[config.mk]
export PLATFORM = sky130hd
export DESIGN_NAME = spd_reader
export DESIGN_NICKNAME = d
export VERILOG_FILES = /design/src/design/spd_pkg.sv /design/src/design/spd_sequencer.sv /design/src/design/spd_line_formatter.sv /design/src/design/spd_text_sender.sv /design/src/design/spd_reader.sv
export SDC_FILE = /design/constraint.sdc
export NUM_CORES = 1
export LEC_CHECK = 0
export ABC_AREA = 1
export BUFFER_PORTS_ARGS = -buffer_cell sky130_fd_sc_hd__buf_2
export CORE_UTILIZATION = 60
export DETAILED_ROUTE_END_ITERATION = 7
export PLACE_DENSITY_LB_ADDON = 0.2
export REMOVE_ABC_BUFFERS = 1
export SLEW_MARGIN = 20
export SYNTH_ARGS = -nofsm -noshare
export SYNTH_HDL_FRONTEND = slang
export SYNTH_HIERARCHICAL = 1
export SYNTH_SLANG_ARGS = --single-unit
[constraint.sdc]
create_clock -name i_clk -period 11.9 [get_ports i_clk]
set_clock_uncertainty 0.2 [all_clocks]
set_input_delay 2.975 -clock i_clk [delete_from_list [all_inputs] [get_ports i_clk]]
set_output_delay 2.975 -clock i_clk [all_outputs]
set_load 0.005 [all_outputs]
[src/design/spd_pkg.sv]
package spd_pkg;

    typedef logic [6:0] dev_addr_t;     // i2c device address
    typedef logic [7:0] spd_index_t;
    typedef logic [7:0] spd_byte_t;
    typedef logic [7:0] char_t;         // ascii
    typedef logic [4:0] line_len_t;

    localparam int         LINE_CHARS       = 24;     // longest line plus lf, padded
    localparam dev_addr_t  FIRST_PROBE_ADDR = 7'd1;   // 0 is the general call
    localparam dev_addr_t  LAST_PROBE_ADDR  = 7'd127;
    localparam spd_index_t LAST_SPD_BYTE    = 8'd18;
    localparam spd_byte_t  DDR3_TYPE_CODE   = 8'h0B;
    localparam char_t      LF_CHAR          = 8'h0A;

    // spd bytes that produce a report line
    localparam spd_index_t SPD_IDX_REVISION    = 8'd1;
    localparam spd_index_t SPD_IDX_DRAM_TYPE   = 8'd2;
    localparam spd_index_t SPD_IDX_MODULE_TYPE = 8'd3;
    localparam spd_index_t SPD_IDX_BUS_WIDTH   = 8'd8;
    localparam spd_index_t SPD_IDX_TRCD        = 8'd18;

    typedef struct packed {
        logic        cyc;
        logic        stb;
        logic [14:0] adr;   // {device address, spd index}
    } wb_req_t;

    typedef struct packed {
        logic      ack;
        logic      err;     // stands for an i2c nack
        spd_byte_t dat;
    } wb_rsp_t;

    // address items carry the probe address zero extended in data
    typedef struct packed {
        logic       is_addr;
        spd_index_t index;
        spd_byte_t  data;
    } spd_item_t;

    typedef struct packed {
        line_len_t                  len;
        char_t [0:LINE_CHARS-1]     chars;  // chars[0] goes out first
    } text_line_t;

    typedef enum logic [2:0] {
        PROBE_REQ,
        PROBE_WAIT,
        REPORT_ADDR,
        READ_REQ,
        READ_WAIT,
        REPORT_BYTE,
        FINISHED,
        FAILED
    } seq_state_e;

    typedef enum logic {
        SEND_IDLE,
        SEND_CHAR
    } send_state_e;

    function automatic char_t hex_char(input logic [3:0] nib);
        if (nib < 4'd10) begin
            return 8'h30 + char_t'(nib);    // '0'..'9'
        end
        return 8'h37 + char_t'(nib);        // 'A'..'F'
    endfunction

endpackage

[src/design/spd_sequencer.sv]
`timescale 1ns/1ps

module spd_sequencer import spd_pkg::*; (
    input  logic      i_clk,
    input  logic      i_rst_n,
    output wb_req_t   o_wb,
    input  wb_rsp_t   i_wb,
    output spd_item_t o_item,
    output logic      o_item_valid,
    input  logic      i_item_done,
    output logic      o_addr_found,
    output logic      o_read_done,
    output logic      o_spd_error
);

    seq_state_e state;
    dev_addr_t  dev_addr;
    spd_index_t index;      // stays 0 while probing
    logic       wb_cyc;

    // dev_addr and index only move while no bus cycle is open
    assign o_wb = '{cyc: wb_cyc, stb: wb_cyc, adr: {dev_addr, index}};

    always_ff @(posedge i_clk or negedge i_rst_n) begin
        if (!i_rst_n) begin
            state        <= PROBE_REQ;
            dev_addr     <= FIRST_PROBE_ADDR;
            index        <= '0;
            wb_cyc       <= 1'b0;
            o_item_valid <= 1'b0;
            o_addr_found <= 1'b0;
            o_read_done  <= 1'b0;
            o_spd_error  <= 1'b0;
        end else begin
            case (state)
                PROBE_REQ: begin
                    wb_cyc <= 1'b1;
                    state  <= PROBE_WAIT;
                end
                PROBE_WAIT: begin
                    if (i_wb.ack) begin         // device found
                        wb_cyc       <= 1'b0;
                        o_item_valid <= 1'b1;
                        state        <= REPORT_ADDR;
                    end else if (i_wb.err) begin
                        wb_cyc <= 1'b0;
                        if (dev_addr == LAST_PROBE_ADDR) begin
                            state <= FAILED;    // nobody answered
                        end else begin
                            dev_addr <= dev_addr + 7'd1;
                            state    <= PROBE_REQ;
                        end
                    end
                end
                REPORT_ADDR: begin
                    if (i_item_done) begin
                        o_item_valid <= 1'b0;
                        o_addr_found <= 1'b1;
                        state        <= READ_REQ;
                    end
                end
                READ_REQ: begin
                    wb_cyc <= 1'b1;
                    state  <= READ_WAIT;
                end
                READ_WAIT: begin
                    if (i_wb.ack) begin
                        wb_cyc       <= 1'b0;
                        o_item_valid <= 1'b1;
                        state        <= REPORT_BYTE;
                    end else if (i_wb.err) begin
                        wb_cyc <= 1'b0;
                        state  <= FAILED;       // device went away mid read
                    end
                end
                REPORT_BYTE: begin
                    if (i_item_done) begin
                        o_item_valid <= 1'b0;
                        if (index == LAST_SPD_BYTE) begin
                            state <= FINISHED;
                        end else begin
                            index <= index + 8'd1;
                            state <= READ_REQ;
                        end
                    end
                end
                FINISHED: o_read_done <= 1'b1;
                FAILED:   o_spd_error <= 1'b1;
            endcase
        end
    end

    // item payload, loaded on the ack that ends a cycle
    always_ff @(posedge i_clk) begin
        if (state == PROBE_WAIT && i_wb.ack) begin
            o_item <= '{is_addr: 1'b1, index: '0, data: {1'b0, dev_addr}};
        end else if (state == READ_WAIT && i_wb.ack) begin
            o_item <= '{is_addr: 1'b0, index: index, data: i_wb.dat};
        end
    end

endmodule

[src/design/spd_line_formatter.sv]
`timescale 1ns/1ps

module spd_line_formatter import spd_pkg::*; (
    input  logic       i_clk,
    input  logic       i_rst_n,
    input  spd_item_t  i_item,
    input  logic       i_item_valid,
    output logic       o_item_done,
    output text_line_t o_line,
    output logic       o_line_valid,
    input  logic       i_line_sent
);

    text_line_t fmt_line;
    logic       fmt_skip;
    logic       accept;
    spd_byte_t  value;
    char_t      lane_char;

    // text comes in right aligned, first char is moved to chars[0]
    function automatic text_line_t make_line(input logic [8*LINE_CHARS-1:0] text,
                                             input line_len_t len);
        text_line_t l;
        l.len   = len;
        l.chars = text << (8 * (LINE_CHARS - int'(len)));
        return l;
    endfunction

    assign value     = i_item.data;
    assign lane_char = 8'h30 + (8'd1 << value[1:0]);  // 1, 2, 4 or 8
    // not while a line is out or the done pulse is still up
    assign accept    = i_item_valid && !o_line_valid && !o_item_done;

    always_comb begin
        fmt_line = '0;
        fmt_skip = 1'b0;
        if (i_item.is_addr) begin
            fmt_line = make_line({"I2C Address: 0x", hex_char({1'b0, value[6:4]}),
                                  hex_char(value[3:0]), LF_CHAR}, 5'd18);
        end else begin
            case (i_item.index)
                8'h00: begin    // first byte read opens the report
                    fmt_line = make_line({"START SPD READ", LF_CHAR}, 5'd15);
                end
                SPD_IDX_REVISION: begin
                    fmt_line = make_line({"SPD Revision: ", hex_char(value[7:4]), ".",
                                          hex_char(value[3:0]), LF_CHAR}, 5'd18);
                end
                SPD_IDX_DRAM_TYPE: begin
                    if (value == DDR3_TYPE_CODE) begin
                        fmt_line = make_line({"DRAM Type: DDR3 SDRAM", LF_CHAR}, 5'd22);
                    end else begin
                        fmt_line = make_line({"DRAM Type: NOT DDR3!", LF_CHAR}, 5'd21);
                    end
                end
                SPD_IDX_MODULE_TYPE: begin
                    case (value)
                        8'h00: fmt_line = make_line({"Module Type: Undefined!", LF_CHAR}, 5'd24);
                        8'h01: fmt_line = make_line({"Module Type: RDIMM", LF_CHAR}, 5'd19);
                        8'h02: fmt_line = make_line({"Module Type: UDIMM", LF_CHAR}, 5'd19);
                        8'h03: fmt_line = make_line({"Module Type: SO-DIMM", LF_CHAR}, 5'd21);
                        default: fmt_skip = 1'b1;
                    endcase
                end
                SPD_IDX_BUS_WIDTH: begin
                    if (value[2]) begin
                        fmt_skip = 1'b1;    // codes 4..7 are reserved
                    end else begin
                        fmt_line = make_line({"BYTE_LANES: ", lane_char, LF_CHAR}, 5'd14);
                    end
                end
                SPD_IDX_TRCD: begin
                    fmt_line = make_line({"TRCD: mtb * 0x", hex_char(value[7:4]),
                                          hex_char(value[3:0]), LF_CHAR}, 5'd17);
                end
                default: fmt_skip = 1'b1;
            endcase
        end
    end

    always_ff @(posedge i_clk or negedge i_rst_n) begin
        if (!i_rst_n) begin
            o_line_valid <= 1'b0;
            o_item_done  <= 1'b0;
        end else begin
            o_item_done <= 1'b0;    // single cycle pulse
            if (accept) begin
                if (fmt_skip) begin
                    o_item_done <= 1'b1;
                end else begin
                    o_line_valid <= 1'b1;
                end
            end else if (o_line_valid && i_line_sent) begin
                o_line_valid <= 1'b0;
                o_item_done  <= 1'b1;
            end
        end
    end

    always_ff @(posedge i_clk) begin
        if (accept) begin
            o_line <= fmt_line;
        end
    end

endmodule

[src/design/spd_text_sender.sv]
`timescale 1ns/1ps

module spd_text_sender import spd_pkg::*; (
    input  logic       i_clk,
    input  logic       i_rst_n,
    input  text_line_t i_line,
    input  logic       i_line_valid,
    output logic       o_line_sent,
    output logic       o_char_valid,
    output char_t      o_char,
    input  logic       i_char_ready
);

    send_state_e state;
    text_line_t  line_q;
    line_len_t   char_idx;
    line_len_t   last_idx;

    assign last_idx     = line_q.len - 5'd1;
    assign o_char_valid = (state == SEND_CHAR);
    assign o_char       = line_q.chars[char_idx];   // held while ready is low

    always_ff @(posedge i_clk or negedge i_rst_n) begin
        if (!i_rst_n) begin
            state       <= SEND_IDLE;
            char_idx    <= '0;
            o_line_sent <= 1'b0;
        end else begin
            o_line_sent <= 1'b0;
            case (state)
                SEND_IDLE: begin
                    // line_valid is still up during the sent pulse
                    if (i_line_valid && !o_line_sent) begin
                        char_idx <= '0;
                        state    <= SEND_CHAR;
                    end
                end
                SEND_CHAR: begin
                    if (i_char_ready) begin
                        if (char_idx == last_idx) begin
                            o_line_sent <= 1'b1;
                            state       <= SEND_IDLE;
                        end else begin
                            char_idx <= char_idx + 5'd1;
                        end
                    end
                end
            endcase
        end
    end

    always_ff @(posedge i_clk) begin
        if (state == SEND_IDLE && i_line_valid) begin
            line_q <= i_line;
        end
    end

endmodule

[src/design/spd_reader.sv]
`timescale 1ns/1ps

module spd_reader import spd_pkg::*; (
    input  logic    i_clk,
    input  logic    i_rst_n,
    output wb_req_t o_wb,
    input  wb_rsp_t i_wb,
    output logic    o_char_valid,
    output char_t   o_char,
    input  logic    i_char_ready,
    output logic    o_addr_found,
    output logic    o_read_done,
    output logic    o_spd_error
);

    spd_item_t  item;
    logic       item_valid;
    logic       item_done;
    text_line_t line;
    logic       line_valid;
    logic       line_sent;

    spd_sequencer u_sequencer (
        .i_clk        (i_clk),
        .i_rst_n      (i_rst_n),
        .o_wb         (o_wb),
        .i_wb         (i_wb),
        .o_item       (item),
        .o_item_valid (item_valid),
        .i_item_done  (item_done),
        .o_addr_found (o_addr_found),
        .o_read_done  (o_read_done),
        .o_spd_error  (o_spd_error)
    );

    spd_line_formatter u_formatter (
        .i_clk        (i_clk),
        .i_rst_n      (i_rst_n),
        .i_item       (item),
        .i_item_valid (item_valid),
        .o_item_done  (item_done),
        .o_line       (line),
        .o_line_valid (line_valid),
        .i_line_sent  (line_sent)
    );

    spd_text_sender u_sender (
        .i_clk        (i_clk),
        .i_rst_n      (i_rst_n),
        .i_line       (line),
        .i_line_valid (line_valid),
        .o_line_sent  (line_sent),
        .o_char_valid (o_char_valid),
        .o_char       (o_char),
        .i_char_ready (i_char_ready)
    );

endmodule

==> out/metrics.cfg, run 1 <==
[global_route]
grt-ovfl-total = 0
antenna_found_initial = 0
grt_pass1_wl_mm = 52.4
grt_max_degree = 199
grt_util_all_layers_pct = 26.3
grt_pass1_vias = 9540

[die]
start_util_pct = 61.7
die_w_um = 164
fp.coreArea_mm2 = 0.0254
dieArea_mm2 = 0.0268
die_h_um = 164
rows = 58
ios = 42

[sta]
holdWs_ps = 213
setup_slack_ps = 5590
period_needed_ps = 6310
finalCritPeriodShare_pct = 53.0
fmax_mhz = 158
hold_viol = 0
maxSlewHeadroom_pct = 17.4
rsz0062_at_grt = no
worstMarginPinSlew_ps = 1240
setup_viol = 0
setup_tns_ps = 0
slew_violations = 0

[clocking]
cts.repair.resized = 0
cts_hold_buf = 0
clockBufferDepth = 3
cts-root-buf = clkbuf_16
cts_made_buffers = 37
clkTransAtPathRegs_ps = 60
insertion_delay_ps = 520
h-tree-depth = 2
cts_tree = built
clock-sinks = 352
postCtsSetupBuffers = 0

[logic_synthesis]
ys_async_sr_fraction_pct = 9.09
synth_fa_ha_area_share_pct = 0.958
avgSynthCellArea_um2 = 11.2
netlist_area_mm2 = 0.0157
synthDominantCellAreaShare_pct = 59.4
yosysTopAreaCell = edfxtp_1
ys_types = 44
synth_compound_area_share_pct = 8.51
synth_cells = 1395
yosys_warnings = 6
synthMuxAreaShare_pct = 0.0638
synth_xor_area_share_pct = 0.726
synthSimpleGateAreaFrac_pct = 15.3
synth_edf_count = 310
ys_ff_latch = 352
yosysSeqAreaShare_pct = 65.8
ys.flop_type = edfxtp_1
ys_top_cells_by_area = edfxtp_1, nand2_1, buf_4
synth_top_family_by_area = simple AND/OR/NAND/NOR gates

[detailed_routing]
drc = 0
ant_nets = 0
vias = 10008
wirelength_mm = 34.1
dr.pass1.iters = 6
wire_per_inst_um = 19.6
drt_iter0_drc = 1287
drt-vias-per-instance = 5.76

[outcome]
outcome = finished clean

[power_and_ir_drop]
ir_drop_mv = 0.170
p_leak_nw = 6.16
finalPower_mw = 3.04
p_sw_mw = 0.840
internal-power_mw = 2.20
seq_power_share_pct = 44.5
pwr-share-clk_pct = 38.5
powerDensity_mw_per_mm2 = 181
netSwitchingFraction_pct = 27.6
p_comb_share_pct = 17.0

[placement]
dp.cells = 1672
hpwl_mm = 21.8
place_ws_ps = 6090
place_area_mm2 = 0.0156
port_buffers = 41
gp_congestion = 0.914

[finish]
layout-area-overhead-vs-synth_pct = 7.07
fin_util_pct = 66.1
diodes = 0
num-fill-cells = 1885
mostFrequentLayoutCells = edfxtp_1, nand2_1, nor2_1
layout.nets = 1406
finalNonFillerCells = 1738
drive_above_1_share_pct = 11.3
final_common_cell = edfxtp_1
stdcell_area_mm2 = 0.0168

[critical_path]
critPathLaunchType = register
required_ps = 8730
cp-end-kind = primary output
worstRegToRegCells = 13
crit_fanout = 72
crit_type = register to primary output
crit_arrival_ps = 3140

[min_path]
hp-class = register to register
hold_depth = 0

[flow_run]
max-cap-violations = 0

## registers in the layout, indices dropped and copies added, names as in the netlist
signal / cells
u_sender/o_line_sent: 1
u_sender/o_char_valid: 1
u_sequencer/o_item_valid: 1
u_formatter/o_line: 106
u_sender/line_q: 197
u_sender/char_idx: 5
u_sequencer/index: 8
u_formatter/o_line_valid: 1
u_sequencer/o_addr_found: 1
u_sequencer/wb_cyc: 1
u_sequencer/dev_addr: 7
u_sequencer/o_spd_error: 1
u_sequencer/o_item: 17
u_sequencer/o_read_done: 1
u_formatter/o_item_done: 1
u_sequencer/state: 3
## worst max-delay path, stage by stage (launching register included)
cell      delay, ps
dfrtp_2         620
inv_4           320
buf_4           640
o21ai_0         320
o211ai_1        160
nand3_1         130
nand2_1         130
nand2_1          70
nand2_1          80
buf_2           120
## per-layer routing
| layer | up-vias | routed length (µm) | global-route usage (%) |
|---|---|---|---|
| li1 | 4657 | - | - |
| met2 | 447 | 16700 | 43.7 |
| met1 | 4826 | 13400 | 34.4 |
| met4 | 0 | 1090 | 9.85 |
| met3 | 78 | 2850 | 4.80 |
| met5 | - | 0 | 0 |
## cell usage after synthesis (3+ instances only)
cell / instances
edfxtp_1: 310
nand2_1: 237
nor2_1: 190
buf_4: 104
o21ai_0: 101
inv_1: 76
nand3_1: 70
o211ai_1: 44
o21ai_1: 42
dfrtp_1: 31
clkbuf_1: 18
a21oi_1: 15
buf_2: 15
ha_1: 12
inv_2: 12
dfxtp_1: 10
nand4_1: 10
xor2_1: 10
nor2_4: 9
o22ai_1: 9
o221ai_1: 8
nor2_2: 7
buf_6: 6
nand2_2: 6
a31oi_1: 5
nand2_4: 5
inv_4: 4
nand3_2: 4
o21bai_1: 3
xnor2_1: 3
## power groups by stage
stage | logic (mW) | registers (mW) | clock network [mW]
floorplan | 0.269 | 1.42 | 0
global placement | 0.502 | 1.38 | 0
detailed placement | 0.512 | 1.38 | 0
CTS | 0.514 | 1.35 | 1.19
global route | 0.571 | 1.36 | 1.23
finish | 0.518 | 1.35 | 1.17
## final cells by class
class | count | area, µm² | area share [%]
clock buffer | 48 | 1020 | 6.07
clock inverter | 18 | 215 | 1.28
inverter | 93 | 364 | 2.17
multi-input combinational | 846 | 4170 | 24.8
sequential | 352 | 10300 | 61.4
tap | 330 | 413 | 2.46
timing repair buffer | 51 | 293 | 1.74
## final timing paths
| kind | startpoint | slack [ps] | end |
|---|---|---|---|
| setup / recovery | u_sender/char_idx[0]$_DFFE_PN0P_ | 5590 | o_char[0] |
| hold / removal | u_formatter/o_line[41]$_SDFFCE_PP0P_ | 210 | u_sender/line_q[41]$_DFFE_PP_ |
| max in group asynchronous | i_rst_n | 8650 | u_sender/char_idx[1]$_DFFE_PN0P_ |
| min in group asynchronous | i_rst_n | 2320 | u_sequencer/dev_addr[4]$_DFFE_PN0P_ |
| setup reg to reg | u_sender/char_idx[0]$_DFFE_PN0P_ | 9050 | u_sender/char_idx[1]$_DFFE_PN0P_ |
| hold reg to reg | u_formatter/o_line[41]$_SDFFCE_PP0P_ | 210 | u_sender/line_q[41]$_DFFE_PP_ |
## cell families (layout without fill, tap and decap cells)
group / after synthesis / in the layout
compound gates: 231 / 231
buf+inv: 238 / 210
xor+xnor: 13 / 13
simple gates: 547 / 547
fa+ha+maj: 12 / 12
other cells: 1 / 42
flops: 352 / 352
mux: 1 / 1
Power figures use the tool's default switching activity.
==> run 2, diff against run 1 <==
--- a/config.mk
+++ b/config.mk
@@ -5,9 +5,9 @@
 export SDC_FILE = /design/constraint.sdc
 export NUM_CORES = 1
 export LEC_CHECK = 0
-export ABC_AREA = 1
+export ABC_AREA = 0
 export BUFFER_PORTS_ARGS = -buffer_cell sky130_fd_sc_hd__buf_2
-export CORE_UTILIZATION = 60
+export CORE_UTILIZATION = 57
 export DETAILED_ROUTE_END_ITERATION = 7
 export PLACE_DENSITY_LB_ADDON = 0.2
 export REMOVE_ABC_BUFFERS = 1
==> constraint.sdc (replaced) <==
create_clock -name i_clk -period 5.05 [get_ports i_clk]
set_clock_uncertainty 0.2 [all_clocks]
set_input_delay 1.2625 -clock i_clk [delete_from_list [all_inputs] [get_ports i_clk]]
set_output_delay 1.2625 -clock i_clk [all_outputs]
set_load 0.005 [all_outputs]
==> run 2 against run 1 <==
Compared with the run above:
- sequential power rose by 130%
- global-route usage fell by 2.6 points
- setup slack worse by 4800 ps
- register-to-register slack lost 7100 ps
- critical path type unchanged
- critical endpoint is now o_char[3]
==> out/metrics.cfg, run 2 <==
[placement]
place_ws_ps = 1340
gp_congestion = 0.899
port_buffers = 41
hpwl_mm = 21.5
place_area_mm2 = 0.0156

[global_route]
antenna_found_initial = 0
grt_pass1_vias = 8335
grt-ovfl-total = 0
grt_max_degree = 109
grt_util_all_layers_pct = 23.7
grt_pass1_wl_mm = 49.5

[critical_path]
worstRegToRegCells = 4
cp-end-kind = primary output
r2r_slack_ps = 1910
critPathLaunchType = register
r2r-start = u_sequencer/o_item[16]$_SDFFE_PP1P_
crit_arrival_ps = 2810
crit_type = register to primary output
critPathMaxStageDelay_ps = 690
crit_fanout = 25
r2r_end = u_formatter/o_line[49]$_SDFFCE_PP1P_
required_ps = 3590
cp_cell_sequence = buf_12, nor2b_1, a221oi_1, o21ai_1, o311ai_1, buf_2
critPathBufInv = 2
cp_top_family = simple AND/OR/NAND/NOR gates
cp_slowest_cell = nor2b_1

[min_path]
hold_depth = 0
holdPathEnd = u_sender/line_q[154]$_DFFE_PP_
hp-class = register to register
hp-start = u_formatter/o_line[154]$_SDFFCE_PP0P_

[clocking]
cts_made_buffers = 37
clock-sinks = 352
cts_tree = built
clkTransAtPathRegs_ps = 60
clockBufferDepth = 3
insertion_delay_ps = 510
cts.repair.resized = 0
cts-root-buf = clkbuf_16
cts_hold_buf = 0
postCtsSetupBuffers = 0
h-tree-depth = 2

[finish]
mostFrequentLayoutCells = edfxtp_1, nand2_1, mux2i_1
largest_reg_flops = 197
stdcell_area_mm2 = 0.0167
layout.nets = 1097
top_register = u_sender/line_q
reg_top3 = u_sender/line_q: 197 flops, u_formatter/o_line: 106 flops, u_sequencer/o_item: 17 flops
final_common_cell = edfxtp_1
diodes = 0
drive_above_1_share_pct = 16.5
num-fill-cells = 2007
layout-area-overhead-vs-synth_pct = 7.35

[logic_synthesis]
yosys-top-cells-count = edfxtp_1, buf_4, nand2_1
ys_types = 85
ys.flop_type = edfxtp_1
synth_top_family_by_area = compound AO/OA/AOI/OAI gates
ys_ff_latch = 352
synth_edf_count = 310
synth_compound_area_share_pct = 8.30
avgSynthCellArea_um2 = 14.4
synth_fa_ha_area_share_pct = 0.964
ys_top_cells_by_area = edfxtp_1, dfrtp_1, buf_4
synth_xor_area_share_pct = 1.38
yosysTopAreaCell = edfxtp_1
synth_cells = 1080
yosys_warnings = 6
netlist_area_mm2 = 0.0156
synthSimpleGateAreaFrac_pct = 8.11
synthMuxAreaShare_pct = 7.94
synthDominantCellAreaShare_pct = 59.8
yosysSeqAreaShare_pct = 66.2
synth_most_common_cell = edfxtp_1
ys_async_sr_fraction_pct = 9.09

[detailed_routing]
ant_nets = 0
wire_per_inst_um = 22.5
vias = 8634
wirelength_mm = 32.3
drt_iter0_drc = 991
drc = 0
dr.pass1.iters = 7
drt-vias-per-instance = 6.02

[die]
dieArea_mm2 = 0.0280
die_h_um = 167
fp.coreArea_mm2 = 0.0269
rows = 60
ios = 42
die_w_um = 167
start_util_pct = 58.0

[power_and_ir_drop]
p_leak_nw = 5.98
powerDensity_mw_per_mm2 = 344
p_comb_share_pct = 1.0
internal-power_mw = 4.65
pwr-share-clk_pct = 44.3
netSwitchingFraction_pct = 19.2
ir_drop_mv = 0.204
p_sw_mw = 1.10
seq_power_share_pct = 54.7

[sta]
slew_violations = 0
setup_tns_ps = 0
hold_viol = 0
worstMarginPinSlew_ps = 967
maxSlewHeadroom_pct = 35.5
period_needed_ps = 4270
rsz0062_at_grt = no
finalCritPeriodShare_pct = 84.5
fmax_mhz = 234
setup_viol = 0
setup_slack_ps = 781

[outcome]
outcome = finished clean

[flow_run]
max-cap-violations = 0

==> run 2: cell types whose count changed in the layout (fill, tap and decap cells not counted), moves of 39 or more <==
cell      previous run  this run
mux2i_1              1        47
nor2_1             189        45
o21ai_0            101        21
nand3_1             70        24
inv_1               76        31
nand2_1            237        80
o211ai_1            44         5
==> run 2: layer usage <==
layer | up-vias | track usage [%] | share of wire, %
met5 | - | 0 | 0
met4 | 0 | 8.58 | 3.2
met3 | 79 | 3.07 | 6.3
met2 | 391 | 39.0 | 48
met1 | 4233 | 32.7 | 42
li1 | 3931 | - | -
==> run 2: power by group through the flow <==
stage	Sequential [mW]	Clock [mW]	Combinational, mW
floorplan	3.20	0	0.0327
global placement	3.20	0	0.0584
detailed placement	3.20	0	0.0589
CTS	3.14	2.59	0.0592
global route	3.14	2.70	0.0681
finish	3.14	2.54	0.0602
==> run 2: layout make-up <==
cell class                      instances  area (µm²)  area share, %
Sequential cell                       352       10300           61.7
Multi-Input combinational cell        590        4330           25.9
Clock buffer                           39         933           5.58
Tap cell                              341         427           2.55
Timing Repair Buffer                   59         398           2.38
Clock inverter                         22         195           1.17
Inverter                               32         120          0.718
==> run 2: cell families after synthesis <==
kind of cell             count (synthesis)
other                                    1
multiplexers                            85
XOR/XNOR                                23
flip-flops                             352
adder cells (fa/ha/maj)                 12
AND/OR/NAND/NOR                        244
AO/OA/AOI/OAI                          184
buffers and inverters                  179
==> run 2: how the worst max path moves through the flow <==
stage	startpoint	end	slack, ps	cells past startpoint
6_report	u_sender/char_idx[0]$_DFFE_PN0P_	o_char[3]	780	6
5_1_grt	u_sender/char_idx[0]$_DFFE_PN0P_	o_char[1]	660	6
4_1_cts	u_sender/char_idx[0]$_DFFE_PN0P_	o_char[2]	790	6
3_5_place_dp	u_sender/char_idx[0]$_DFFE_PN0P_	o_char[2]	1340	6
3_3_place_gp	u_sender/char_idx[0]$_DFFE_PN0P_	o_char[2]	1360	6
2_1_floorplan	u_sender/o_char_valid$_DFF_PN0_	u_sender/line_q[0]$_DFFE_PP_	-5070	1
==> run 2: stage by stage <==
| stage | hold slack (ps) | utilization (%) | power [mW] | std cells |
|---|---|---|---|---|
| after CTS | 210 | 62.1 | 5.79 | 1434 |
| after detailed placement | 205 | 57.9 | 3.26 | 1373 |
| after floorplan | 200 | - | 3.23 | 974 |
| final | 209 | 62.2 | 5.75 | 1435 |
| after global placement | 201 | 57.9 | 3.26 | 1373 |
| after global routing | 214 | 62.2 | 5.91 | 1435 |
==> run 3, diff against run 2 <==
--- a/config.mk
+++ b/config.mk
@@ -7,7 +7,7 @@
 export LEC_CHECK = 0
 export ABC_AREA = 0
 export BUFFER_PORTS_ARGS = -buffer_cell sky130_fd_sc_hd__buf_2
-export CORE_UTILIZATION = 57
+export CORE_UTILIZATION = 60
 export DETAILED_ROUTE_END_ITERATION = 7
 export PLACE_DENSITY_LB_ADDON = 0.2
 export REMOVE_ABC_BUFFERS = 1
==> constraint.sdc (replaced) <==
create_clock -name i_clk -period 4.1 [get_ports i_clk]
set_clock_uncertainty 0.2 [all_clocks]
set_input_delay 1.025 -clock i_clk [delete_from_list [all_inputs] [get_ports i_clk]]
set_output_delay 1.025 -clock i_clk [all_outputs]
set_load 0.005 [all_outputs]
==> run 3 against run 2 <==
Compared with the run above:
- first-iteration DRC count rose by 7.3%
- clock-buffer cell count grew 2
- register-to-register slack worse by 720 ps
- largest cell class unchanged
- highest routed layer unchanged
- combinational power increased by 34%
- sequential power grew 23%
- global-route usage is 1.0 points higher
- critical path depth stayed put
- utilization increased by 4.2 points
- power increased by 27%
- flip-flop and latch count unchanged
- wire length decreased by 2.1%
==> out/metrics.cfg, run 3 (synthesized netlist as in run 2, its figures left out) <==
[clocking]
clockBufferDepth = 3
cts_hold_buf = 0
cts-root-buf = clkbuf_16
insertion_delay_ps = 510
postCtsSetupBuffers = 0
cts_tree = built
clkTransAtPathRegs_ps = 60
h-tree-depth = 2
cts_made_buffers = 36
clock-sinks = 352

[critical_path]
crit_type = register to primary output
crit_arrival_ps = 2570
r2r-start = u_sequencer/o_item[4]$_DFFE_PP_
required_ps = 2870
cp-end-kind = primary output
crit_fanout = 16
critPathLaunchType = register
worstRegToRegCells = 7
r2r_end = u_formatter/o_line[58]$_DFFE_PP_
r2r_slack_ps = 1190

[finish]
largest_reg_flops = 197
diodes = 0
finalNonFillerCells = 1425
drive_above_1_share_pct = 16.4
final_common_cell = edfxtp_1
layout.nets = 1097
reg_top3 = u_sender/line_q: 197 flops, u_formatter/o_line: 106 flops, u_sequencer/o_item: 17 flops
layout-area-overhead-vs-synth_pct = 7.97
top_register = u_sender/line_q
mostFrequentLayoutCells = edfxtp_1, nand2_1, mux2i_1

[power_and_ir_drop]
pwr-share-clk_pct = 45.9
p_comb_share_pct = 1.1
finalPower_mw = 7.30
netSwitchingFraction_pct = 18.2
p_leak_nw = 6.03
p_sw_mw = 1.33
internal-power_mw = 5.97
powerDensity_mw_per_mm2 = 434
seq_power_share_pct = 53.0
ir_drop_mv = 0.243

[placement]
dp.cells = 1364
hpwl_mm = 21.3
gp_congestion = 0.856
port_buffers = 41

[min_path]
hp-class = register to register
hp-start = u_formatter/o_line[169]$_SDFFCE_PP1P_
holdPathEnd = u_sender/line_q[169]$_DFFE_PP_
hold_depth = 0

[sta]
hold_viol = 0
fmax_mhz = 264
setup_viol = 0
rsz0062_at_grt = no
worstMarginPinSlew_ps = 1010
slew_violations = 0
period_needed_ps = 3790
finalCritPeriodShare_pct = 92.5
maxSlewHeadroom_pct = 32.3

[detailed_routing]
drc = 0
ant_nets = 0
wirelength_mm = 31.7
dr.pass1.iters = 7
drt_iter0_drc = 1063
vias = 8638
wire_per_inst_um = 22.2
drt-vias-per-instance = 6.06

[global_route]
grt-ovfl-total = 0
antenna_found_initial = 0
grt_max_degree = 109
grt_pass1_wl_mm = 48.7
grt_pass1_vias = 8362
grt_util_all_layers_pct = 24.7

[die]
rows = 58
die_h_um = 163
fp.coreArea_mm2 = 0.0253
die_w_um = 163
dieArea_mm2 = 0.0266
ios = 42
start_util_pct = 61.5

[flow_run]
max-cap-violations = 0

[outcome]
outcome = finished clean

-- run 3: changes by cell type in the layout (fill, tap and decap cells not counted) --
cell and change:
buf_12 +3, clkinv_2 -3, clkinv_1 +1, clkbuf_1 +2, buf_4 -1, inv_8 -1, nor2b_2 +1, buf_16 -1
bufinv_16 +4, clkinvlp_4 -3, nor2b_1 -1
-- run 3: how the worst max path moves through the flow --
stage / start / endpoint / slack [ps]
2_1_floorplan: u_sender/o_char_valid$_DFF_PN0_ / u_sender/line_q[0]$_DFFE_PP_ / -6020
3_3_place_gp: u_sender/char_idx[0]$_DFFE_PN0P_ / o_char[3] / 760
3_5_place_dp: u_sender/char_idx[0]$_DFFE_PN0P_ / o_char[3] / 730
4_1_cts: u_sender/char_idx[0]$_DFFE_PN0P_ / o_char[3] / 230
5_1_grt: u_sender/char_idx[0]$_DFFE_PN0P_ / o_char[6] / 180
6_report: u_sender/char_idx[0]$_DFFE_PN0P_ / o_char[0] / 310
-- run 3: layout make-up --
class / count / area [µm²]
Multi-Input combinational cell: 590 / 4340
Timing Repair Buffer: 60 / 423
Clock buffer: 41 / 941
Sequential cell: 352 / 10300
Clock inverter: 20 / 270
Tap cell: 330 / 413
Fill cell: 1766 / 8510
Inverter: 32 / 120
-- run 3: routing by layer --
metal	global-route usage [%]	vias up	share of wire, %
li1	-	3935	-
met5	0	-	0
met2	39.4	450	48
met1	34.7	4188	42
met4	8.45	0	2.9
met3	4.09	65	7.6
-- run 3: worst max-delay path: stages (launching register included) --
cell and delay, ps:
dfrtp_2 600, buf_12 230, mux4_2 510, mux2i_1 260, o22ai_1 130, a21o_1 200
buf_2 130
-- run 3: repair_timing --
item / in CTS / in global routing
endpoints found under the setup margin: 0 / 1
hold endpoints to repair: 0 / 0
resized for setup: 0 / 1
-- run 3: through the flow --
| step | hold WS [ps] | area, µm² | utilization [%] | worst slack [ps] | TNS [ps] |
|---|---|---|---|---|---|
| global placement | 201 | 15600 | 61.6 | 756 | 0 |
| global route | 219 | 16800 | 66.4 | 178 | 0 |
| floorplan | 200 | 14700 | - | -6020 | -1729100 |
| detailed placement | 205 | 15600 | 61.6 | 731 | 0 |
| CTS | 209 | 16800 | 66.4 | 227 | 0 |
| finish | 213 | 16800 | 66.4 | 309 | 0 |
-- run 3: power groups by stage --
stage / logic [mW] / clock network, mW / registers (mW)
2_1_floorplan: 0.0403 / 0 / 3.94
4_1_cts: 0.0794 / 3.40 / 3.87
3_5_place_dp: 0.0782 / 0 / 3.94
6_report: 0.0807 / 3.35 / 3.87
5_1_grt: 0.0899 / 3.54 / 3.86
3_3_place_gp: 0.0773 / 0 / 3.94
